### config.mk
export PLATFORM = sky130hd
export DESIGN_NAME = i2c_byte_writer_flat
export DESIGN_NICKNAME = d
export VERILOG_FILES = /design/src/logic/oled_pkg.sv /design/src/logic/serial_bus_if.sv /design/src/logic/i2c_byte_writer.sv /design/src/flat_wrapper.sv
export SDC_FILE = /design/constraint.sdc
export NUM_CORES = 1
export LEC_CHECK = 0
export ABC_AREA = 1
export BUFFER_PORTS_ARGS = -buffer_cell sky130_fd_sc_hd__buf_2
export CORE_MARGIN = 5
export CORE_UTILIZATION = 57
export CTS_CLUSTER_SIZE = 14
export DETAILED_ROUTE_END_ITERATION = 6
export MAX_ROUTING_LAYER = met4
export PLACE_DENSITY = 0.79
export REMOVE_ABC_BUFFERS = 1
export SLEW_MARGIN = 10
export SYNTH_ARGS = -nofsm -noshare
export SYNTH_HDL_FRONTEND = slang
export SYNTH_SLANG_ARGS = --single-unit
### constraint.sdc
create_clock -name in_clk -period 1.9 [get_ports in_clk]
set_input_delay 0.285 -clock in_clk [delete_from_list [all_inputs] [get_ports in_clk]]
set_output_delay 0.285 -clock in_clk [all_outputs]
set_load 0.01 [all_outputs]
### src/logic/oled_pkg.sv
/*
 * oled display package
 * bus byte type, panel address, ssd1306 control bytes
 * and command opcodes shared by the display subsystem
 */

package oled_pkg;

	// one byte on the i2c link and in the frame buffer
	typedef logic [7:0] bus_byte_t;

	// 7-bit panel address, sent as 0x78 with the write bit
	localparam logic [6:0] OLED_I2C_ADDR = 7'h3c;

	// ------------------------------------------------------------------
	// control bytes preceding commands or data
	// ------------------------------------------------------------------
	localparam bus_byte_t CTRL_CMD_SINGLE  = 8'h80;
	localparam bus_byte_t CTRL_CMD_STREAM  = 8'h00;
	localparam bus_byte_t CTRL_DATA_STREAM = 8'h40;

	// ------------------------------------------------------------------
	// command opcodes
	// ------------------------------------------------------------------
	localparam bus_byte_t CMD_ENTIRE_ON     = 8'ha5;
	localparam bus_byte_t CMD_RESUME_RAM    = 8'ha4;
	localparam bus_byte_t CMD_DISPLAY_OFF   = 8'hae;
	localparam bus_byte_t CMD_DISPLAY_ON    = 8'haf;
	localparam bus_byte_t CMD_CLOCK_DIV     = 8'hd5;
	localparam bus_byte_t CMD_PRECHARGE     = 8'hd9;
	localparam bus_byte_t CMD_MULTIPLEX     = 8'ha8;
	localparam bus_byte_t CMD_ADDR_MODE     = 8'h20;
	localparam bus_byte_t CMD_SEG_REMAP     = 8'ha0;
	localparam bus_byte_t CMD_COM_SCAN      = 8'hc0;
	localparam bus_byte_t CMD_START_LINE    = 8'h40;
	localparam bus_byte_t CMD_DISPLAY_OFFS  = 8'hd3;
	localparam bus_byte_t CMD_CONTRAST      = 8'h81;
	localparam bus_byte_t CMD_NORMAL        = 8'ha6;
	localparam bus_byte_t CMD_CHARGE_PUMP   = 8'h8d;
	localparam bus_byte_t CMD_COL_ADDR      = 8'h21;
	localparam bus_byte_t CMD_PAGE_ADDR     = 8'h22;

	// sequence lengths in bytes, control bytes included
	localparam int INIT_BYTES   = 37;
	localparam int WINDOW_BYTES = 8;

endpackage

### src/logic/serial_bus_if.sv
/*
 * byte bus between the display controller and the i2c writer
 * controller offers bytes, writer takes them and reports idle
 */

`timescale 1ns/1ps

interface serial_bus_if;

	// high while the controller offers a byte
	logic enable;
	// offered byte, held until next_word
	oled_pkg::bus_byte_t data;
	// one-cycle pulse when the writer has taken data
	logic next_word;
	// writer idle, no transfer open
	logic ready;

	// controller side
	modport ctrl (
		output enable,
		output data,
		input  next_word,
		input  ready
	);

	// i2c writer side
	modport phy (
		input  enable,
		input  data,
		output next_word,
		output ready
	);

endinterface

### src/logic/i2c_byte_writer.sv
/*
 * write-only i2c master
 * opens a transfer with start and the panel address, sends one
 * byte per offered word, closes with stop when enable drops
 * ack bit is clocked but not evaluated
 */

`timescale 1ns/1ps

module i2c_byte_writer #(
	parameter int CLK_DIV = 32,
	localparam int DIV_BITS = (CLK_DIV > 1) ? $clog2(CLK_DIV) : 1
) (
	input  logic in_clk,
	input  logic in_rst,
	serial_bus_if.phy bus,
	output logic scl,
	output logic sda
);

	typedef enum logic [1:0] {
		ST_IDLE,
		ST_START,
		ST_BYTE,
		ST_STOP
	} state_t;

	state_t state;
	logic [DIV_BITS-1:0] div_ctr;
	logic tick;
	logic [1:0] quarter;
	logic cell_end;
	// 0..7 data bits msb first, 8 is the ack slot
	logic [3:0] bit_cnt;
	oled_pkg::bus_byte_t shift;
	logic scl_next;
	logic sda_next;

	// ------------------------------------------------------------------
	// quarter-period divider
	// ------------------------------------------------------------------
	assign tick = (div_ctr == DIV_BITS'(CLK_DIV - 1));
	assign cell_end = tick && (quarter == 2'd3);

	always_ff @(posedge in_clk or posedge in_rst) begin
		if (in_rst) begin
			div_ctr <= '0;
		end else if (tick) begin
			div_ctr <= '0;
		end else begin
			div_ctr <= div_ctr + 1'b1;
		end
	end

	// ------------------------------------------------------------------
	// bit sequencer
	// ------------------------------------------------------------------
	always_ff @(posedge in_clk or posedge in_rst) begin
		if (in_rst) begin
			state <= ST_IDLE;
			quarter <= 2'd0;
			bit_cnt <= 4'd0;
			bus.next_word <= 1'b0;
		end else begin
			bus.next_word <= 1'b0;
			if (tick) begin
				// quarter stays at 0 while idle
				if (state != ST_IDLE) begin
					quarter <= quarter + 1'b1;
				end
				unique case (state)
					ST_IDLE: begin
						if (bus.enable) begin
							state <= ST_START;
						end
					end
					ST_START: begin
						if (quarter == 2'd3) begin
							bit_cnt <= 4'd0;
							state <= ST_BYTE;
						end
					end
					ST_BYTE: begin
						if (quarter == 2'd3) begin
							if (bit_cnt != 4'd8) begin
								bit_cnt <= bit_cnt + 1'b1;
							end else if (bus.enable) begin
								// byte boundary, take the next word
								bit_cnt <= 4'd0;
								bus.next_word <= 1'b1;
							end else begin
								state <= ST_STOP;
							end
						end
					end
					ST_STOP: begin
						if (quarter == 2'd3) begin
							state <= ST_IDLE;
						end
					end
					default: begin
						state <= ST_IDLE;
					end
				endcase
			end
		end
	end

	// shift register, address after start, data at each boundary
	always_ff @(posedge in_clk) begin
		if (cell_end) begin
			if (state == ST_START) begin
				shift <= {oled_pkg::OLED_I2C_ADDR, 1'b0};
			end else if (state == ST_BYTE) begin
				if (bit_cnt == 4'd8) begin
					shift <= bus.data;
				end else begin
					shift <= {shift[6:0], 1'b0};
				end
			end
		end
	end

	assign bus.ready = (state == ST_IDLE);

	// ------------------------------------------------------------------
	// line levels per quarter
	// ------------------------------------------------------------------
	always_comb begin
		scl_next = 1'b1;
		sda_next = 1'b1;
		unique case (state)
			ST_IDLE: begin
				scl_next = 1'b1;
				sda_next = 1'b1;
			end
			// sda falls in q1 with scl high
			ST_START: begin
				scl_next = (quarter != 2'd3);
				sda_next = (quarter == 2'd0);
			end
			// scl high in q1 and q2, sda set in q0
			ST_BYTE: begin
				scl_next = quarter[0] ^ quarter[1];
				sda_next = (bit_cnt == 4'd8) ? 1'b1 : shift[7];
			end
			// sda rises in q2 with scl high
			ST_STOP: begin
				scl_next = (quarter != 2'd0);
				sda_next = quarter[1];
			end
			default: begin
				scl_next = 1'b1;
				sda_next = 1'b1;
			end
		endcase
	end

	always_ff @(posedge in_clk or posedge in_rst) begin
		if (in_rst) begin
			scl <= 1'b1;
			sda <= 1'b1;
		end else begin
			scl <= scl_next;
			sda <= sda_next;
		end
	end

endmodule

### src/flat_wrapper.sv
// flat-port wrapper written by rule: the top's interface ports become plain ports
module i2c_byte_writer_flat 
#(
	parameter int CLK_DIV = 32,
	localparam int DIV_BITS = (CLK_DIV > 1) ? $clog2(CLK_DIV) : 1
)
  (in_clk, in_rst, scl, sda, bus_enable, bus_data, bus_next_word, bus_ready);
  serial_bus_if bus_i ();
  input  logic in_clk;
  input  logic in_rst;
  output logic scl;
  output logic sda;
  input wire logic [$bits(bus_i.enable)-1:0] bus_enable;
  input wire logic [$bits(bus_i.data)-1:0] bus_data;
  output wire logic [$bits(bus_i.next_word)-1:0] bus_next_word;
  output wire logic [$bits(bus_i.ready)-1:0] bus_ready;
  assign bus_i.enable = bus_enable;
  assign bus_i.data = bus_data;
  assign bus_next_word = bus_i.next_word;
  assign bus_ready = bus_i.ready;
  i2c_byte_writer #(.CLK_DIV(CLK_DIV)) u_core (.in_clk(in_clk), .in_rst(in_rst), .bus(bus_i), .scl(scl), .sda(sda));
endmodule
; ---- Word-level counts from Yosys, hierarchy flattened
; Cells that the tools add are included.
; W data, S select, Z words.
[op_classes]
n_addsub = 3
n_eq_ne = 15
muxes = 23
bitwise = 1
reduce_logical = 10
[op_table]
columns = operator, count
row1 = $mux W4, 4
row2 = $mux W8, 2
row3 = $mux W2, 6
row4 = $ne A2 B2 Y1 const B, 4
row5 = $pmux W1 S4, 2
row6 = $pmux W2 S4, 1
row7 = $pmux W4 S2, 1
row8 = $reduce_and A7 Y1, 1
row9 = $eq A2 B2 Y1 const B, 3
row10 = $mux W1, 6
row11 = $ne A2 B1 Y1 const B, 3
row12 = $reduce_bool A2 Y1, 3
row13 = $add A5 B1 Y5 const B, 1
row14 = $eq A5 B5 Y1 const B, 1
row15 = $mux W5, 1
row16 = $reduce_and A5 Y1, 1
row17 = $add A4 B1 Y4 const B, 1
row18 = $eq A4 B4 Y1 const B, 1
row19 = $logic_not A2 Y1, 2
row20 = $ne A4 B4 Y1 const B, 1
row21 = $reduce_and A2 Y1, 2
row22 = $ne A3 B2 Y1 const B, 1
row23 = $add A2 B1 Y2 const B, 1
row24 = $eq A2 B1 Y1 const B, 1
row25 = other kinds (2), 2
[totals]
register_bits = 24
input_bits = 11
output_inout_bits = 4
wordCells = 60

; ---- Logic depth before layout (Yosys ltp)
[depth]
word_depth = 5
depth_mapped = 10

; ---- Worst setup path before layout
; OpenSTA, ideal clock, no wires.
[synth_timing]
path_type = reg2reg
from = reg u_core.div_ctr[0]
to = reg u_core.shift[0] (enable)
setup_ns = 0.370
t_arrival_ns = 1.412
required_time_ns = 1.530
setup_slack_ns = 0.117
stages_incl_launch_ff = 8
path_cell_list = dfrtp_1 ha_1 nand2_1 nor2_1 ha_1 buf_2 nand2_1 nor2_1
[synth_via]
elab_chain_cells = 3
[synth_rtl]
columns = element, line
row1 = from (decl), i2c_byte_writer.sv:29  ; logic [DIV_BITS-1:0] div_ctr;
row2 = from (signal assigned), i2c_byte_writer.sv:51  ; div_ctr <= div_ctr + 1'b1;
row3 = $eq A5 B5 Y1, i2c_byte_writer.sv:42  ; assign tick = (div_ctr == DIV_BITS'(CLK_DIV - 1));
row4 = $logic_and A1 B1 Y1, i2c_byte_writer.sv:43  ; assign cell_end = tick && (quarter == 2'd3);
row5 = $reduce_and A2 Y1 (no source line), n/a
row6 = to (signal assigned), i2c_byte_writer.sv:113  ; shift <= {oled_pkg::OLED_I2C_ADDR, 1'b0};
row7 = to (signal assigned), i2c_byte_writer.sv:116  ; shift <= bus.data;
row8 = to (signal assigned), i2c_byte_writer.sv:118  ; shift <= {shift[6:0], 1'b0};
row9 = to (decl), i2c_byte_writer.sv:35  ; oled_pkg::bus_byte_t shift;
; Every way passes these cells.
; A chain may end at the register's enable or synchronous reset.

; ---- Worst setup path in the final report
[layout_timing]
from = reg u_core.div_ctr[0]
to = reg u_core.bit_cnt[2]
[layout_via]
elab_chain_cells = 2
[layout_rtl]
columns = element, line
row1 = $eq A5 B5 Y1, i2c_byte_writer.sv:42
row2 = $reduce_and A5 Y1 (no source line), n/a
row3 = to (signal assigned), i2c_byte_writer.sv:86  ; bit_cnt <= bit_cnt + 1'b1;
row4 = to (decl), i2c_byte_writer.sv:34  ; logic [3:0] bit_cnt;
; Every way passes these cells.

==> flow_metrics.py <==
metrics = {
    "global_route": {
        "grt_pass1_wl_mm": 4.036,
        "grt_max_degree": 17,
        "grt_pass1_vias": 951,
        "grt_usage_pct": 16.13,
        "grt_overflow": 0,
        "antenna_found_initial": 0,
    },
    "yosys": {
        "synth-edff-count": 8,
        "synthTopCellsByCount": "42 x nand2_1, 19 x inv_1, 18 x nor2_1",
        "ys_ff_latch": 24,
        "synth.cell_area_um2": 1335,
        "synthFlopType": "dfrtp_1",
        "synth_most_common_cell": "nand2_1",
        "synth_top_area_share_pct": 26.24,
        "synth.area.top_cells": "dfrtp_1 26%, edfxtp_1 18%, nand2_1 12%, ha_1 9.4%, inv_1 5.3%",
        "synthCells": 155,
        "async_flop_share_pct": 66.67,
        "yosysWarnings": 0,
        "post_synth.cell_area_avg_um2": 8.613,
        "synth_cell_types": 28,
        "yosysTopAreaCell": "dfrtp_1",
        "yosysSeqAreaShare_pct": 48.17,
    },
    "layout": {
        "register_area_um2": 643.1,
        "multi_input_comb_area_um2": 581.8,
        "fillCellCount": 178,
        "final_nets": 193,
        "final_layout_size_suffix_gt1_share_pct": 19.30,
        "synthToLayoutAreaGrowth_pct": 9.091,
        "antenna_cells": 0,
    },
    "placed_design": {
        "io_buffers": 14,
        "dp_hpwl_mm": 1.901,
        "gp_congestion": 0.9305,
        "pre_cts_slack_ps": 193.5,
    },
    "clock_tree": {
        "cts_tree": "done",
        "cts_max_path_buffers": 2,
        "cts_setup_buffers": 0,
        "clock_sinks": 24,
        "postCtsHoldBufs": 0,
        "root_buffer": "clkbuf_4",
        "cts_resized": 0,
        "clk_latency_ps": 320,
        "clkTransAtPathRegs_ps": 130,
        "h-tree-depth": 1,
        "cts_made_buffers": 3,
    },
    "worst_hold_path": {
        "worstHoldPathType": "in2async",
    },
    "setup_path": {
        "crit_arrival_ps": 1960,
        "critPathMaxFanout": 8,
        "end_kind": "flop",
        "cp.required_ps": 2110,
        "critPathLaunchType": "flop",
        "path_class": "reg2reg",
    },
    "timing": {
        "period_minus_slack_ps": 1747,
        "relSlewSlack_pct": 60.06,
        "rsz0062_at_grt": "false",
        "worstMarginPinSlew_ps": 598.5,
        "fin_crit_sh_pct": 91.96,
        "tns_ps": 0,
        "fin_skew_ps": 11.52,
        "slew_violations": 0,
        "final_hold_viol_count": 0,
        "worst_slack_ps": 152.7,
        "fmax_mhz": 572.3,
        "setup_viol": 0,
    },
    "power_and_ir_drop": {
        "powerDensity_nw_per_um2": 585.1,
        "pwr-share-clk_pct": 31.3,
        "p_seq_share_pct": 63.3,
        "max-vdd-ir-drop_uv": 308.8,
        "power_frac_comb_pct": 5.4,
        "p_int_uw": 672.3,
        "p_leak_nw": 0.7031,
        "switching_share_pct": 21.10,
        "p_switching_uw": 179.8,
    },
    "floorplan": {
        "fp.dieH_um": 58.40,
        "num_rows": 17,
        "initial_utilization_pct": 59.78,
        "fp.dieW_um": 58.40,
        "ioPinCount": 15,
        "core-area_um2": 2233,
        "dieArea_um2": 3410,
    },
    "status": {
        "status": "finished, final reports clean",
    },
    "routing": {
        "wl_per_cell_um": 12.11,
        "vias_per_cell": 5.090,
        "routed_wl_mm": 2.409,
        "drtPass1Iterations": 4,
        "vias": 1013,
        "drtIter0Drc": 39,
        "ant_nets": 0,
        "drc_errors": 0,
    },
    "job": {
        "drv_cap": 0,
    },
}
==> routing by layer <==
metal	GRT usage (%)	routed length, um	up-vias
met3	3.070	92	7
li1	-	-	524
met2	26.48	1155	21
met1	18.99	1105	461
met5	-	0	-
met4	7.616	55	0
==> layout make-up <==
cell class / instances / area share (%)
inverter: 22 / 5.670
multi-input combinational: 106 / 39.95
tap: 28 / 2.405
sequential: 24 / 44.16
clock buffer: 4 / 2.491
timing repair buffer: 15 / 5.326
==> cells in the final DEF, fill, tap and decap left out <==
cell	instances
nand2_1	42
inv_1	19
nor2_1	18
buf_2	14
dfrtp_1	14
nand3_1	11
ha_1	10
edfxtp_1	8
o21ai_1	4
inv_2	3
clkbuf_4	3
a21oi_2	2
nor2_2	2
nand3_2	2
a21oi_1	2
o21ai_0	2
dfstp_2	2
xor2_1	1
nand2_2	1
nor2_4	1
nand2_4	1
o211ai_1	1
o221ai_1	1
o21bai_1	1
nor3b_1	1
nor3_1	1
nand4_1	1
or2_0	1
clkbuf_8	1
buf_4	1
==> final timing paths <==
check	start	endpoint	slack [ps]	cells past startpoint
max	u_core.div_ctr[0]	u_core.bit_cnt[2]	150	9
min	in_rst	u_core.quarter[1]	7	2
max reg2reg	u_core.div_ctr[0]	u_core.bit_cnt[2]	150	9
min reg2reg	u_core.div_ctr[0]	u_core.div_ctr[0]	480	1
max in group asynchronous	in_rst	u_core.bit_cnt[2]	1490	2
min in group in_clk	bus_data[5]	u_core.shift[5]	250	3
==> critical path, cell delays in order (launching register included) <==
cell and delay (ps):
dfrtp_1 400, ha_1 180, nand2_1 70, nor2_1 90, ha_1 300, nand2_1 140, a21oi_2 210, nand3_2 130
nand2_1 80, nand2_1 50
==> sequential cells by signal (all words and copies together) (netlist names) <==
| register | count |
|---|---|
| u_core.state | 2 |
| u_core.quarter | 2 |
| u_core.bit_cnt | 4 |
| u_core.shift | 8 |
| u_core.div_ctr | 5 |
| u_core.sda | 1 |
| u_core.scl | 1 |
| u_core.bus.next_word | 1 |
==> power groups by stage <==
| stage | Sequential [mW] | Clock, mW | Combinational, mW |
|---|---|---|---|
| 2_1_floorplan | 0.550 | 0 | 0.0254 |
| 3_3_place_gp | 0.549 | 0 | 0.0453 |
| 3_5_place_dp | 0.549 | 0 | 0.0466 |
| 4_1_cts | 0.539 | 0.272 | 0.0474 |
| 5_1_grt | 0.540 | 0.295 | 0.0532 |
| 6_report | 0.539 | 0.267 | 0.0463 |
==> kinds of logic (layout without fill, tap and decap cells) <==
group / after synthesis / in the layout / share of synthesized area, %
compound gates: 13 / 13 / 6.093
fa+ha+maj: 10 / 10 / 9.372
flops: 24 / 24 / 48.17
simple gates: 82 / 82 / 27.46
buf+inv: 25 / 41 / 8.247
xor+xnor: 1 / 1 / 0.6562
==> through the flow <==
step | power, mW | instances | cell area [um^2] | util [%] | hold WS (ps)
after floorplan | 0.5758 | 152 | 1308 | - | 197.3
after global placement | 0.5944 | 195 | 1420 | 63.59 | 364.1
after detailed placement | 0.5960 | 195 | 1420 | 63.59 | 380.8
after CTS | 0.8585 | 199 | 1456 | 65.21 | 24.85
after global routing | 0.8877 | 199 | 1456 | 65.21 | 46.10
final | 0.8522 | 199 | 1456 | 65.21 | 6.547
(Power assumes the default switching activity.)
