### src/logic/oled_pkg.sv
/*
 * oled display package
 * bus byte type, panel address, ssd1306 control bytes
 * and command opcodes shared by the display subsystem
 */

package oled_pkg;

	// one byte on the i2c link and in the frame buffer
	typedef logic [7:0] bus_byte_t;

	// 7-bit panel address, sent as 0x78 with the write bit
	localparam logic [6:0] OLED_I2C_ADDR = 7'h3c;

	// ------------------------------------------------------------------
	// control bytes preceding commands or data
	// ------------------------------------------------------------------
	localparam bus_byte_t CTRL_CMD_SINGLE  = 8'h80;
	localparam bus_byte_t CTRL_CMD_STREAM  = 8'h00;
	localparam bus_byte_t CTRL_DATA_STREAM = 8'h40;

	// ------------------------------------------------------------------
	// command opcodes
	// ------------------------------------------------------------------
	localparam bus_byte_t CMD_ENTIRE_ON     = 8'ha5;
	localparam bus_byte_t CMD_RESUME_RAM    = 8'ha4;
	localparam bus_byte_t CMD_DISPLAY_OFF   = 8'hae;
	localparam bus_byte_t CMD_DISPLAY_ON    = 8'haf;
	localparam bus_byte_t CMD_CLOCK_DIV     = 8'hd5;
	localparam bus_byte_t CMD_PRECHARGE     = 8'hd9;
	localparam bus_byte_t CMD_MULTIPLEX     = 8'ha8;
	localparam bus_byte_t CMD_ADDR_MODE     = 8'h20;
	localparam bus_byte_t CMD_SEG_REMAP     = 8'ha0;
	localparam bus_byte_t CMD_COM_SCAN      = 8'hc0;
	localparam bus_byte_t CMD_START_LINE    = 8'h40;
	localparam bus_byte_t CMD_DISPLAY_OFFS  = 8'hd3;
	localparam bus_byte_t CMD_CONTRAST      = 8'h81;
	localparam bus_byte_t CMD_NORMAL        = 8'ha6;
	localparam bus_byte_t CMD_CHARGE_PUMP   = 8'h8d;
	localparam bus_byte_t CMD_COL_ADDR      = 8'h21;
	localparam bus_byte_t CMD_PAGE_ADDR     = 8'h22;

	// sequence lengths in bytes, control bytes included
	localparam int INIT_BYTES   = 37;
	localparam int WINDOW_BYTES = 8;

endpackage

### src/logic/serial_bus_if.sv
/*
 * byte bus between the display controller and the i2c writer
 * controller offers bytes, writer takes them and reports idle
 */

`timescale 1ns/1ps

interface serial_bus_if;

	// high while the controller offers a byte
	logic enable;
	// offered byte, held until next_word
	oled_pkg::bus_byte_t data;
	// one-cycle pulse when the writer has taken data
	logic next_word;
	// writer idle, no transfer open
	logic ready;

	// controller side
	modport ctrl (
		output enable,
		output data,
		input  next_word,
		input  ready
	);

	// i2c writer side
	modport phy (
		input  enable,
		input  data,
		output next_word,
		output ready
	);

endinterface

### src/logic/oled_serial.sv
/*
 * ssd1306 display controller
 * waits after reset, sends the init sequence, then per update
 * sends the address window and streams the frame buffer
 * page by page, each sequence as one i2c transaction
 */

`timescale 1ns/1ps

module oled_serial #(
	parameter int SCREEN_WIDTH = 128,
	parameter int SCREEN_HEIGHT = 64,
	parameter int WAIT_RESET = 1_000_000,
	parameter int WAIT_UPDATE = 2_500_000,
	localparam int PAGES = SCREEN_HEIGHT / 8,
	localparam int COL_BITS = (SCREEN_WIDTH > 1) ? $clog2(SCREEN_WIDTH) : 1,
	localparam int PAGE_BITS = (PAGES > 1) ? $clog2(PAGES) : 1
) (
	input  logic in_clk,
	input  logic in_rst,
	input  logic update,
	output logic [COL_BITS-1:0] rd_col,
	output logic [PAGE_BITS-1:0] rd_page,
	input  oled_pkg::bus_byte_t rd_data,
	serial_bus_if.ctrl bus
);

	// ------------------------------------------------------------------
	// command tables
	// ------------------------------------------------------------------
	localparam int INIT_IDX_BITS = $clog2(oled_pkg::INIT_BYTES);
	localparam int WIN_IDX_BITS = $clog2(oled_pkg::WINDOW_BYTES);

	// init sequence, 37 bytes
	localparam oled_pkg::bus_byte_t [0:oled_pkg::INIT_BYTES-1] INIT_TABLE = {
		// all pixels on, then off
		oled_pkg::CTRL_CMD_SINGLE, oled_pkg::CMD_ENTIRE_ON,
		oled_pkg::CTRL_CMD_SINGLE, oled_pkg::CMD_DISPLAY_OFF,
		// oscillator 15, divide by 1
		oled_pkg::CTRL_CMD_STREAM, oled_pkg::CMD_CLOCK_DIV, 8'hf0,
		// precharge phases 2 and 2
		oled_pkg::CTRL_CMD_STREAM, oled_pkg::CMD_PRECHARGE, 8'h22,
		// multiplex ratio follows panel height
		oled_pkg::CTRL_CMD_STREAM, oled_pkg::CMD_MULTIPLEX, 8'(SCREEN_HEIGHT - 1),
		// horizontal addressing
		oled_pkg::CTRL_CMD_STREAM, oled_pkg::CMD_ADDR_MODE, 8'h00,
		// mirrored columns and rows
		oled_pkg::CTRL_CMD_SINGLE, oled_pkg::CMD_SEG_REMAP | 8'h01,
		oled_pkg::CTRL_CMD_SINGLE, oled_pkg::CMD_COM_SCAN | 8'h08,
		// start line 0, no vertical offset
		oled_pkg::CTRL_CMD_SINGLE, oled_pkg::CMD_START_LINE,
		oled_pkg::CTRL_CMD_STREAM, oled_pkg::CMD_DISPLAY_OFFS, 8'h00,
		// full contrast
		oled_pkg::CTRL_CMD_STREAM, oled_pkg::CMD_CONTRAST, 8'hff,
		// not inverted
		oled_pkg::CTRL_CMD_SINGLE, oled_pkg::CMD_NORMAL,
		// charge pump on
		oled_pkg::CTRL_CMD_STREAM, oled_pkg::CMD_CHARGE_PUMP, 8'h14,
		// panel on, show ram
		oled_pkg::CTRL_CMD_SINGLE, oled_pkg::CMD_DISPLAY_ON,
		oled_pkg::CTRL_CMD_SINGLE, oled_pkg::CMD_RESUME_RAM
	};

	// column and page window over the whole panel
	localparam oled_pkg::bus_byte_t [0:oled_pkg::WINDOW_BYTES-1] WINDOW_TABLE = {
		oled_pkg::CTRL_CMD_STREAM, oled_pkg::CMD_COL_ADDR, 8'h00, 8'(SCREEN_WIDTH - 1),
		oled_pkg::CTRL_CMD_STREAM, oled_pkg::CMD_PAGE_ADDR, 8'h00, 8'(PAGES - 1)
	};

	// ------------------------------------------------------------------
	// state and counters
	// ------------------------------------------------------------------
	localparam int WAIT_MAX = (WAIT_RESET > WAIT_UPDATE) ? WAIT_RESET : WAIT_UPDATE;
	localparam int WAIT_BITS = $clog2(WAIT_MAX + 1);

	typedef enum logic [3:0] {
		ST_RESET_WAIT,
		ST_INIT_WRITE,
		ST_INIT_NEXT,
		ST_UPDATE_WAIT,
		ST_UPDATE_ARM,
		ST_WIN_WRITE,
		ST_WIN_NEXT,
		ST_DATA_CMD,
		ST_PIX_WRITE,
		ST_PIX_NEXT
	} state_t;

	state_t state, state_next;
	logic [INIT_IDX_BITS-1:0] init_idx, init_idx_next;
	logic [WIN_IDX_BITS-1:0] win_idx, win_idx_next;
	logic [COL_BITS-1:0] col, col_next;
	logic [PAGE_BITS-1:0] page, page_next;
	logic [WAIT_BITS-1:0] wait_ctr;
	logic update_pending;

	// read address runs with the next counters, so rd_data matches col/page
	assign rd_col = col_next;
	assign rd_page = page_next;

	always_ff @(posedge in_clk or posedge in_rst) begin
		if (in_rst) begin
			state <= ST_RESET_WAIT;
			init_idx <= '0;
			win_idx <= '0;
			col <= '0;
			page <= '0;
			wait_ctr <= '0;
			update_pending <= 1'b0;
		end else begin
			state <= state_next;
			init_idx <= init_idx_next;
			win_idx <= win_idx_next;
			col <= col_next;
			page <= page_next;
			// counts only inside the two wait states
			if (state == ST_RESET_WAIT || state == ST_UPDATE_WAIT) begin
				wait_ctr <= wait_ctr + 1'b1;
			end else begin
				wait_ctr <= '0;
			end
			// strobe is kept until the armed state consumes it
			if (state == ST_UPDATE_ARM) begin
				update_pending <= 1'b0;
			end else if (update) begin
				update_pending <= 1'b1;
			end
		end
	end

	// ------------------------------------------------------------------
	// next state and bus outputs
	// ------------------------------------------------------------------
	always_comb begin
		state_next = state;
		init_idx_next = init_idx;
		win_idx_next = win_idx;
		col_next = col;
		page_next = page;
		bus.enable = 1'b0;
		bus.data = oled_pkg::CTRL_CMD_STREAM;

		unique case (state)
			// settle after reset
			ST_RESET_WAIT: begin
				if (wait_ctr == WAIT_BITS'(WAIT_RESET - 1)) begin
					state_next = ST_INIT_WRITE;
				end
			end

			// init sequence
			ST_INIT_WRITE: begin
				bus.enable = 1'b1;
				bus.data = INIT_TABLE[init_idx];
				if (bus.next_word) begin
					state_next = ST_INIT_NEXT;
				end
			end
			ST_INIT_NEXT: begin
				if (init_idx == INIT_IDX_BITS'(oled_pkg::INIT_BYTES - 1)) begin
					// enable low, writer closes with stop
					if (bus.ready) begin
						init_idx_next = '0;
						state_next = ST_UPDATE_WAIT;
					end
				end else begin
					init_idx_next = init_idx + 1'b1;
					state_next = ST_INIT_WRITE;
				end
			end

			// frame rate timer, then update strobe
			ST_UPDATE_WAIT: begin
				if (wait_ctr == WAIT_BITS'(WAIT_UPDATE - 1)) begin
					state_next = ST_UPDATE_ARM;
				end
			end
			ST_UPDATE_ARM: begin
				if (update_pending || update) begin
					state_next = ST_WIN_WRITE;
				end
			end

			// address window
			ST_WIN_WRITE: begin
				bus.enable = 1'b1;
				bus.data = WINDOW_TABLE[win_idx];
				if (bus.next_word) begin
					state_next = ST_WIN_NEXT;
				end
			end
			ST_WIN_NEXT: begin
				if (win_idx == WIN_IDX_BITS'(oled_pkg::WINDOW_BYTES - 1)) begin
					if (bus.ready) begin
						win_idx_next = '0;
						state_next = ST_DATA_CMD;
					end
				end else begin
					win_idx_next = win_idx + 1'b1;
					state_next = ST_WIN_WRITE;
				end
			end

			// data control byte opens the pixel transaction
			ST_DATA_CMD: begin
				bus.enable = 1'b1;
				bus.data = oled_pkg::CTRL_DATA_STREAM;
				if (bus.next_word) begin
					state_next = ST_PIX_WRITE;
				end
			end

			// pixel bytes straight from the buffer
			ST_PIX_WRITE: begin
				bus.enable = 1'b1;
				bus.data = rd_data;
				if (bus.next_word) begin
					state_next = ST_PIX_NEXT;
				end
			end
			ST_PIX_NEXT: begin
				if (col == COL_BITS'(SCREEN_WIDTH - 1)) begin
					if (page == PAGE_BITS'(PAGES - 1)) begin
						// last byte handed over, wait for stop
						if (bus.ready) begin
							col_next = '0;
							page_next = '0;
							state_next = ST_UPDATE_WAIT;
						end
					end else begin
						col_next = '0;
						page_next = page + 1'b1;
						state_next = ST_PIX_WRITE;
					end
				end else begin
					col_next = col + 1'b1;
					state_next = ST_PIX_WRITE;
				end
			end

			default: begin
				state_next = ST_RESET_WAIT;
			end
		endcase
	end

endmodule

### src/flat_wrapper.sv
// flat-port wrapper written by rule: the top's interface ports become plain ports
module oled_serial_flat 
#(
	parameter int SCREEN_WIDTH = 128,
	parameter int SCREEN_HEIGHT = 64,
	parameter int WAIT_RESET = 1_000_000,
	parameter int WAIT_UPDATE = 2_500_000,
	localparam int PAGES = SCREEN_HEIGHT / 8,
	localparam int COL_BITS = (SCREEN_WIDTH > 1) ? $clog2(SCREEN_WIDTH) : 1,
	localparam int PAGE_BITS = (PAGES > 1) ? $clog2(PAGES) : 1
)
  (in_clk, in_rst, update, rd_col, rd_page, rd_data, bus_enable, bus_data, bus_next_word, bus_ready);
  serial_bus_if bus_i ();
  input  logic in_clk;
  input  logic in_rst;
  input  logic update;
  output logic [COL_BITS-1:0] rd_col;
  output logic [PAGE_BITS-1:0] rd_page;
  input  oled_pkg::bus_byte_t rd_data;
  output wire logic [$bits(bus_i.enable)-1:0] bus_enable;
  output wire logic [$bits(bus_i.data)-1:0] bus_data;
  input wire logic [$bits(bus_i.next_word)-1:0] bus_next_word;
  input wire logic [$bits(bus_i.ready)-1:0] bus_ready;
  assign bus_enable = bus_i.enable;
  assign bus_data = bus_i.data;
  assign bus_i.next_word = bus_next_word;
  assign bus_i.ready = bus_ready;
  oled_serial #(.SCREEN_WIDTH(SCREEN_WIDTH), .SCREEN_HEIGHT(SCREEN_HEIGHT), .WAIT_RESET(WAIT_RESET), .WAIT_UPDATE(WAIT_UPDATE)) u_core (.in_clk(in_clk), .in_rst(in_rst), .update(update), .rd_col(rd_col), .rd_page(rd_page), .rd_data(rd_data), .bus(bus_i));
endmodule
### config.mk
export PLATFORM = sky130hd
export DESIGN_NAME = oled_serial_flat
export DESIGN_NICKNAME = d
export VERILOG_FILES = /design/src/logic/oled_pkg.sv /design/src/logic/serial_bus_if.sv /design/src/logic/oled_serial.sv /design/src/flat_wrapper.sv
export SDC_FILE = /design/constraint.sdc
export NUM_CORES = 1
export LEC_CHECK = 0
export BUFFER_PORTS_ARGS = -buffer_cell sky130_fd_sc_hd__buf_2
export CAP_MARGIN = 20
export CORE_UTILIZATION = 55
export DETAILED_ROUTE_END_ITERATION = 12
export PLACE_DENSITY_LB_ADDON = 0.05
export SLEW_MARGIN = 20
export SYNTH_ARGS = -nofsm -noshare
export SYNTH_HDL_FRONTEND = slang
export SYNTH_SLANG_ARGS = --single-unit
### constraint.sdc
create_clock -name in_clk -period 2.9 [get_ports in_clk]
set_input_delay 0.145 -clock in_clk [delete_from_list [all_inputs] [get_ports in_clk]]
set_output_delay 0.145 -clock in_clk [all_outputs]
set_load 0.02 [all_outputs]
# --- Word level (Yosys, flattened, before mapping) ---
# Memories as Yosys holds them, arrays and structs flattened.
# Cells that the tools add are included.
totals:
  register_bits: 46
  memories: 2
  wordCells: 86
  romBits: 576
  output_inout_bits: 19
  inputBits: 13
memory_table:
  columns: ["name", "depth", "width", "rd", "rd_ports_with_merged_regs", "write_ports", "line_no", "source"]
  rows:
  - ["(name not given)", 64, 8, 1, 0, 0, "oled_serial.sv:154", "bus.data = INIT_TABLE[init_idx];"]
  - ["(name not given)", 8, 8, 1, 0, 0, "oled_serial.sv:187", "bus.data = WINDOW_TABLE[win_idx];"]
op_classes:
  addsub: 5
  muxes: 35
  n_bitwise: 2
  order_cmp: 2
  reduce_logical: 8
  eq_ne: 25
ops:
  columns: ["op", "n"]
  rows:
  - ["two-way mux 4 bit", 13]
  - ["case mux 4 bit (10 select lines)", 1]
  - ["two-way mux 8 bit", 4]
  - ["case mux 8 bit (4 select lines)", 1]
  - ["two-way mux 7 bit", 4]
  - ["adder 22 x 1 -> 22 bit (second input constant)", 1]
  - ["== test 22 x 20 -> 1 bit (second input constant)", 1]
  - ["== test 22 bit (second input constant)", 1]
  - ["two-way mux 22 bit", 1]
  - ["two-way mux 3 bit", 6]
  - ["!= test 2 bit (second input constant)", 9]
  - ["== test 4 x 3 -> 1 bit (second input constant)", 4]
  - ["two-way mux 6 bit", 2]
  - ["== test 4 x 2 -> 1 bit (second input constant)", 2]
  - ["== test 4 bit (second input constant)", 2]
  - ["AND reduction 8 bit", 1]
  - ["adder 7 x 1 -> 7 bit (second input constant)", 1]
  - ["== test 7 bit (second input constant)", 1]
  - ["greater-or-equal comparator 7 bit (second input constant)", 1]
  - ["inverter 6 -> 7 bit", 1]
  - ["adder 3 x 1 -> 3 bit (second input constant)", 2]
  - ["adder 6 x 1 -> 6 bit (second input constant)", 1]
  - ["== test 3 bit (second input constant)", 2]
  - ["== test 6 bit (second input constant)", 1]
  - ["other kinds (10)", 14]

# --- Longest topological paths before layout ---
# Gate-level depths: netlist of run 1.
depth:
  depth_word: 5
  ltp_mapped: 7
  mapped_depth_nobuf: 7

# --- Worst setup path before layout of run 1 ---
# No wires, ideal clock.
synth_path:
  kind: "reg-to-output"
  startpoint: "reg u_core.init_idx[0]"
  endpoint: "out bus_data[4]"
  required_time_ns: 2.755
  arrival_time_ns: 2.098
  slack_ns: 0.657
  path_stages_with_launch: 8
  path_buffers: 0
  path_cell_list: "dfrtp_1 > inv_1 > ha_1 > a21o_1 > a21oi_1 > a21oi_1 > nor2_1 > o311ai_0"
synth_between:
  elab_chain_cells: 5
synth_rtl:
  columns: ["item", "line_no", "source"]
  rows:
  - ["start: declaration", "oled_serial.sv:90", "logic [INIT_IDX_BITS-1:0] init_idx, init_idx_next;"]
  - ["start signal: assignment", "oled_serial.sv:112", "init_idx <= init_idx_next;"]
  - ["inverter 6 -> 7 bit (not written as such)", "oled_serial.sv:154", null]
  - ["memory read (64 x 8 bit)", null, null]
  - ["two-way mux 8 bit (not written as such) (2 in a row)", "oled_serial.sv:154", null]
  - ["case mux 8 bit (4 select lines)", "oled_serial.sv:143", "unique case (state)"]
  - ["end: declaration", "flat_wrapper.sv:21", "output wire logic [$bits(bus_i.data)-1:0] bus_data;"]
# No other way between the ends. The select of a mux whose other input is x is not followed.

# --- Worst setup path after layout of run 1 ---
layout_path:
  startpoint: "reg u_core.state[0]"
  endpoint: "out rd_col[3]"
layout_between:
  elab_chain_cells: 2
layout_rtl:
  columns: ["item", "line_no", "source"]
  rows:
  - ["start: declaration", "oled_serial.sv:89", "state_t state, state_next;"]
  - ["start signal: assignment", "oled_serial.sv:111", "state <= state_next;"]
  - ["== test 4 bit", "oled_serial.sv:143", null]
  - ["two-way mux 7 bit", "oled_serial.sv:143", null]
  - ["end: declaration", "flat_wrapper.sv:17", "output logic [COL_BITS-1:0] rd_col;"]
# No other way between the ends.

==> results.yml, run 1 <==
global_route:
  antenna_found_initial: 0
  grt_pass1_wl_um: 11400
  grt_overflow_total: 0
  grt_pass1_vias: 2437
  grt_max_degree: 47
  track_usage_pct: 23.4
synth:
  synth_edf_count: 0
  synth_fp_nets: 402
  postSynth.asyncResetShare_pct: 100
  ys_types: 64
  synth_mux_area_share_pct: 2.58
  yosys.area_share.xor_xnor_pct: 4.93
  synth_top_family_by_area: "simple AND/OR/NAND/NOR gates"
  synth_largest_area_cell: "dfrtp_1"
  synth_compound_area_share_pct: 18.9
  synth_cells: 374
  yosys.area_share.simple_pct: 27.3
  ys_ff_latch: 46
  yosys_warnings: 0
  ys_top_cells_by_area: "dfrtp_1 (36%), ha_1 (5.9%), nor2_1 (4.9%)"
  yosys-top-cells-count: "dfrtp_1 (46), nor2_1 (42), nand2_1 (38)"
  synth-main-ff-cell: "dfrtp_1"
  synthAdderAreaFrac_pct: 5.86
  syn_area_sq_um: 3200
  synth_top_area_share_pct: 36.0
  syn_area_per_cell_sq_um: 8.56
  synth-seq-area-share_pct: 36.0
  synthMostInstantiatedCell: "dfrtp_1"
route:
  num_vias: 2737
  ant_nets: 0
  drt_iter0_drc: 172
  drt_wl_total_um: 6770
  wire_per_inst_um: 14.3
  drc_errors: 0
  dr.pass1.iters: 5
  drt-vias-per-instance: 5.80
sta:
  slew_violations: 0
  finalHoldViolations: 0
  worstMarginPinSlew_ns: 0.934
  fin_crit_ns: 2.54
  setup_viol: 0
  slew_headroom_pct: 37.7
  max_freq_mhz: 394
  period_share_pct: 87.5
  postLayoutSetupSlackWorst_ns: 0.362
  fin_setup_tns_ns: 0
  fin_worst_skew_ns: 0.00684
  rsz0062_at_grt: "no"
clock_tree:
  clock-sinks: 46
  post_cts_buffers: 0
  clkTransAtPathRegs_ns: 0.08
  cts_resized: 0
  htreeDepth: 2
  cts_tree: "built"
  clk_path_buf_depth: 2
  cts_root_buffer: "clkbuf_8"
  clock_latency_ns: 0.30
  cts_buffers: 5
  cts_hold_buf: 0
place:
  dp_hpwl_um: 4930
  gp_routability_congestion: 0.861
  pre_cts_ws_ns: 0.716
  io_buffers: 31
worst_setup_path:
  critPathLaunchType: "register"
  endpoint_kind: "output port"
  crit_arrival_ns: 2.39
  path_class: "reg -> out"
  required_ns: 2.76
  rr_startpoint: "u_core.init_idx[0]"
  worstSetupStartpoint: "u_core.state[0]"
  path_max_fanout: 15
die:
  die_w_um: 78.3
  row_count: 27
  io_pins: 32
  dieArea_sq_um: 6130
  core_area_sq_um: 5570
  dieHeight_um: 78.3
  initial_core_util_pct: 57.4
cells_and_area:
  syn2layout_area_growth_pct: 9.50
  diodes: 0
  nFillCells: 486
  drive_gt1_share_pct: 14.5
  nNetsFinal: 428
  utilization_pct: 62.9
hold_path:
  hold_class: "in -> async"
power_and_ir_drop:
  p_leak_nw: 1.51
  total_power_mw: 2.97
  ir_worst_vdd_mv: 0.525
  powerDensity_nw_per_um2: 847
job:
  cap_viol_max_count: 0
run_status:
  status: "finished, final reports clean"
worst paths after layout:
kind / end / slack (ns) / cells past startpoint
max reg2reg: u_core.init_idx[4] / 0.77 / 7
min: u_core.wait_ctr[0] / 0.05 / 2
min in group in_clk: u_core.update_pending / 0.14 / 3
max in group asynchronous: u_core.win_idx[2] / 2.27 / 2
min reg2reg: u_core.wait_ctr[0] / 0.48 / 1
max: rd_col[3] / 0.36 / 6
area by class of cell:
| type | count | area, sq um | area share, % |
|---|---|---|---|
| clock buffer | 6 | 82.6 | 2.36 |
| clock inverter | 1 | 30.0 | 0.857 |
| inverter | 16 | 60.1 | 1.71 |
| multi-input combinational | 296 | 1910 | 54.4 |
| sequential | 46 | 1150 | 32.8 |
| tap | 72 | 90.1 | 2.57 |
| timing repair buffer | 35 | 185 | 5.28 |
critical path, cell delays in order, from the launching register on:
cell,delay [ns]
dfrtp_1,0.64
nor2b_1,0.30
nor3b_2,0.40
o21ai_0,0.26
o21ai_0,0.20
o21ai_0,0.13
buf_2,0.18
layer usage:
layer | part of all wire (%) | GRT usage [%] | wire length, um | vias up
met2 | 42 | 34.6 | 2860 | 76
met3 | 4.7 | 3.14 | 318 | 4
met1 | 52 | 35.9 | 3540 | 1261
met4 | 0.71 | 5.56 | 48 | 0
li1 | - | - | - | 1396
met5 | 0 | 0 | 0 | -
state kept, by name, indices dropped and copies added, names as in the netlist:
signal                 count
u_core.col                 7
u_core.init_idx            6
u_core.page                3
u_core.state               4
u_core.update_pending      1
u_core.wait_ctr           22
u_core.win_idx             3
power by group:
| part | internal (mW) | switching (mW) |
|---|---|---|
| sequential | 0.767 | 0.243 |
| combinational | 0.591 | 0.886 |
| clock | 0.276 | 0.206 |
cells by family after synthesis:
logic type,after synthesis
XOR/XNOR,18
AND/OR/NAND/NOR,162
multiplexers,8
flip-flops,46
buffers and inverters,32
AO/OA/AOI/OAI,93
adder cells (fa/ha/maj),15
cell usage in the layout (no fill, tap or decap), types with 5 or more instances in the layout:
cell type / Yosys / final
nor2b_1: 5 / 5
and3_1: 7 / 7
nand3_1: 16 / 16
inv_1: 16 / 15
buf_2: 7 / 31
xor2_1: 5 / 5
or3_1: 5 / 5
nand4_1: 6 / 6
o21ai_0: 24 / 23
nor2_1: 42 / 42
a21oi_1: 24 / 24
clkbuf_8: 0 / 6
dfrtp_1: 46 / 46
nor3_1: 10 / 10
xnor2_1: 13 / 13
ha_1: 15 / 15
nand2_1: 38 / 38
a31oi_1: 7 / 7
mux2i_1: 6 / 6
stage by stage:
stage	area (sq um)	hold WS (ns)	instances
3_3_place_gp	3390	0.415	465
6_report	3500	0.0483	472
4_1_cts	3500	0.0922	472
5_1_grt	3500	0.150	472
3_5_place_dp	3390	0.420	465
2_1_floorplan	3200	0.310	374
Power figures use the tool's default switching activity.
==> run 2: changes to the inputs <==
ABC_AREA = 1   (was unset)
==> run 2 against run 1 <==
Effect of this change: the run now ends with hold timing left; power down 63%; setup slack better by 0.13 ns; via count up 19%; highest routed layer unchanged.
==> results.yml, run 2 <==
run_status:
  status: "complete, but fails checks"
  violations: "hold timing"
worst_setup_path:
  path_max_fanout: 16
  rr_worst_depth: 9
  critPathLaunchType: "register"
  r2r_slack_ns: 0.90
  required_ns: 2.76
  endpoint_kind: "output port"
  crit_arrival_ns: 2.26
  path_class: "reg -> out"
die:
  dieHeight_um: 79.3
  core_area_sq_um: 5640
  die_w_um: 79.3
  row_count: 27
  initial_core_util_pct: 58.3
  io_pins: 32
  dieArea_sq_um: 6290
cells_and_area:
  nFillCells: 527
  drive_gt1_share_pct: 11.4
  syn2layout_area_growth_pct: 9.78
  fin_cells: 598
  multiInputGateArea_sq_um: 1850
  largest_reg_flops: 22
  seq_area_sq_um: 1150
  final_cell_mix: "nand2_1 (115), nor2_1 (74), inv_1 (59), dfrtp_1 (46), nand3_1 (37)"
  regMostFlops: "u_core.wait_ctr"
  nNetsFinal: 553
  layout_commonest_cell: "nand2_1"
  utilization_pct: 64.0
  top_regs: "u_core.wait_ctr x22, u_core.col x7, u_core.init_idx x6"
  diodes: 0
  stdcell_area_sq_um: 3610
route:
  drt_iter0_drc: 275
  drc_errors: 0
  drt-vias-per-instance: 5.46
  drt_wl_total_um: 7690
  ant_nets: 0
  dr.pass1.iters: 5
  num_vias: 3264
  wire_per_inst_um: 12.9
power_and_ir_drop:
  p_switching_mw: 0.268
  comb_power_share_pct: 3.0
  seqPwrFrac_pct: 58.9
  internal-power_mw: 0.824
  p_clk_share_pct: 38.1
  powerDensity_nw_per_um2: 303
  p_leak_nw: 1.78
  ir_worst_vdd_mv: 0.210
  netSwitchingFraction_pct: 24.6
place:
  dp_hpwl_um: 5920
  dpl_cell_area_sq_um: 3520
  pre_cts_ws_ns: 0.869
  io_buffers: 31
  gp_routability_congestion: 0.898
  placedCellCount: 590
synth:
  syn_area_per_cell_sq_um: 6.70
  synthMostInstantiatedCell: "nand2_1"
  synth_edf_count: 0
  syn_area_sq_um: 3290
  yosys_warnings: 0
  synth-seq-area-share_pct: 35.0
  yosys-top-cells-count: "nand2_1 (115), nor2_1 (74), inv_1 (60)"
  ys_types: 35
  ys_ff_latch: 46
  synth_largest_area_cell: "dfrtp_1"
  synth_top_area_share_pct: 35.0
  postSynth.asyncResetShare_pct: 100
  synth_cells: 491
  synth-main-ff-cell: "dfrtp_1"
  synth_fp_nets: 519
  ys_top_cells_by_area: "dfrtp_1 (35%), nand2_1 (13%), nor2_1 (8.4%)"
sta:
  fin_setup_tns_ns: 0
  slew_violations: 0
  postLayoutSetupSlackWorst_ns: 0.495
  worstMarginPinSlew_ns: 0.800
  fin_crit_ns: 2.40
  finalHoldViolations: 46
  slew_headroom_pct: 46.6
  hold_slack_ns: -0.0517
  max_freq_mhz: 416
  setup_viol: 0
  fin_worst_skew_ns: 0.0153
  rsz0062_at_grt: "no"
  period_share_pct: 82.9
global_route:
  grt_max_degree: 47
  grt_pass1_wl_um: 13100
  track_usage_pct: 26.4
  antenna_found_initial: 0
  grt_overflow_total: 0
  grt_pass1_vias: 2871
hold_path:
  hold_class: "in -> async"
clock_tree:
  clock_latency_ns: 0.31
  post_cts_buffers: 0
  cts_resized: 0
  htreeDepth: 2
  cts_tree: "built"
  clock-sinks: 46
  cts_root_buffer: "clkbuf_8"
  clk_path_buf_depth: 2
  cts_hold_buf: 0
  clkTransAtPathRegs_ns: 0.10
  cts_buffers: 5
job:
  cap_viol_max_count: 0
==> run 2: cell families (layout without fill, tap and decap cells) <==
kind of cell / Yosys count / count (layout) / share of synthesized area, %
compound gates: 82 / 82 / 13.8
xor+xnor: 7 / 7 / 1.86
fa+ha+maj: 15 / 15 / 5.71
buf+inv: 74 / 109 / 8.63
flops: 46 / 46 / 35.0
simple gates: 267 / 267 / 35.0
==> run 2: area by class of cell <==
class	instances	area share, %
Clock buffer	5	1.91
Inverter	69	7.21
Clock inverter	3	0.658
Multi-Input combinational cell	371	51.4
Sequential cell	46	31.9
Timing Repair Buffer	32	4.50
Tap cell	72	2.49
==> run 2: routing by layer <==
layer  track usage (%)  vias to the layer above  routed length [um]
met5                 0                        -                   0
met4              5.09                        0                  37
met3              4.25                        6                 273
met2              43.1                       78                3600
met1              37.1                     1518                3780
li1                  -                     1662                   -
==> run 2: critical path, stage by stage, from the launching register on <==
cell      delay, ns
dfrtp_1        0.62
clkinv_1       0.34
ha_1           0.32
nor2_1         0.14
a21oi_1        0.05
o21ai_0        0.22
nand3_1        0.09
buf_2          0.17
==> run 2: power by group through the flow <==
stage	Combinational [mW]	Sequential, mW	Clock (mW)
after floorplan	0.0180	0.656	0
after global placement	0.0328	0.656	0
after detailed placement	0.0338	0.656	0
after CTS	0.0338	0.644	0.430
after global routing	0.0378	0.644	0.459
final	0.0326	0.644	0.417
==> run 2: stage by stage <==
step	hold slack (ns)	total power, mW
final	-0.0517	1.09
after global routing	0.00644	1.14
after detailed placement	0.419	0.690
after global placement	0.408	0.689
after CTS	0.0813	1.11
after floorplan	0.313	0.674
==> run 2: final timing paths <==
kind                                  endpoint               start
min in group in_clk            u_core.state[3]       bus_next_word
hold reg to reg             u_core.wait_ctr[0]  u_core.wait_ctr[0]
max in group asynchronous  u_core.wait_ctr[17]              in_rst
setup reg to reg            u_core.init_idx[4]  u_core.init_idx[0]
hold / removal              u_core.wait_ctr[5]              in_rst
setup / recovery                   bus_data[6]  u_core.init_idx[2]
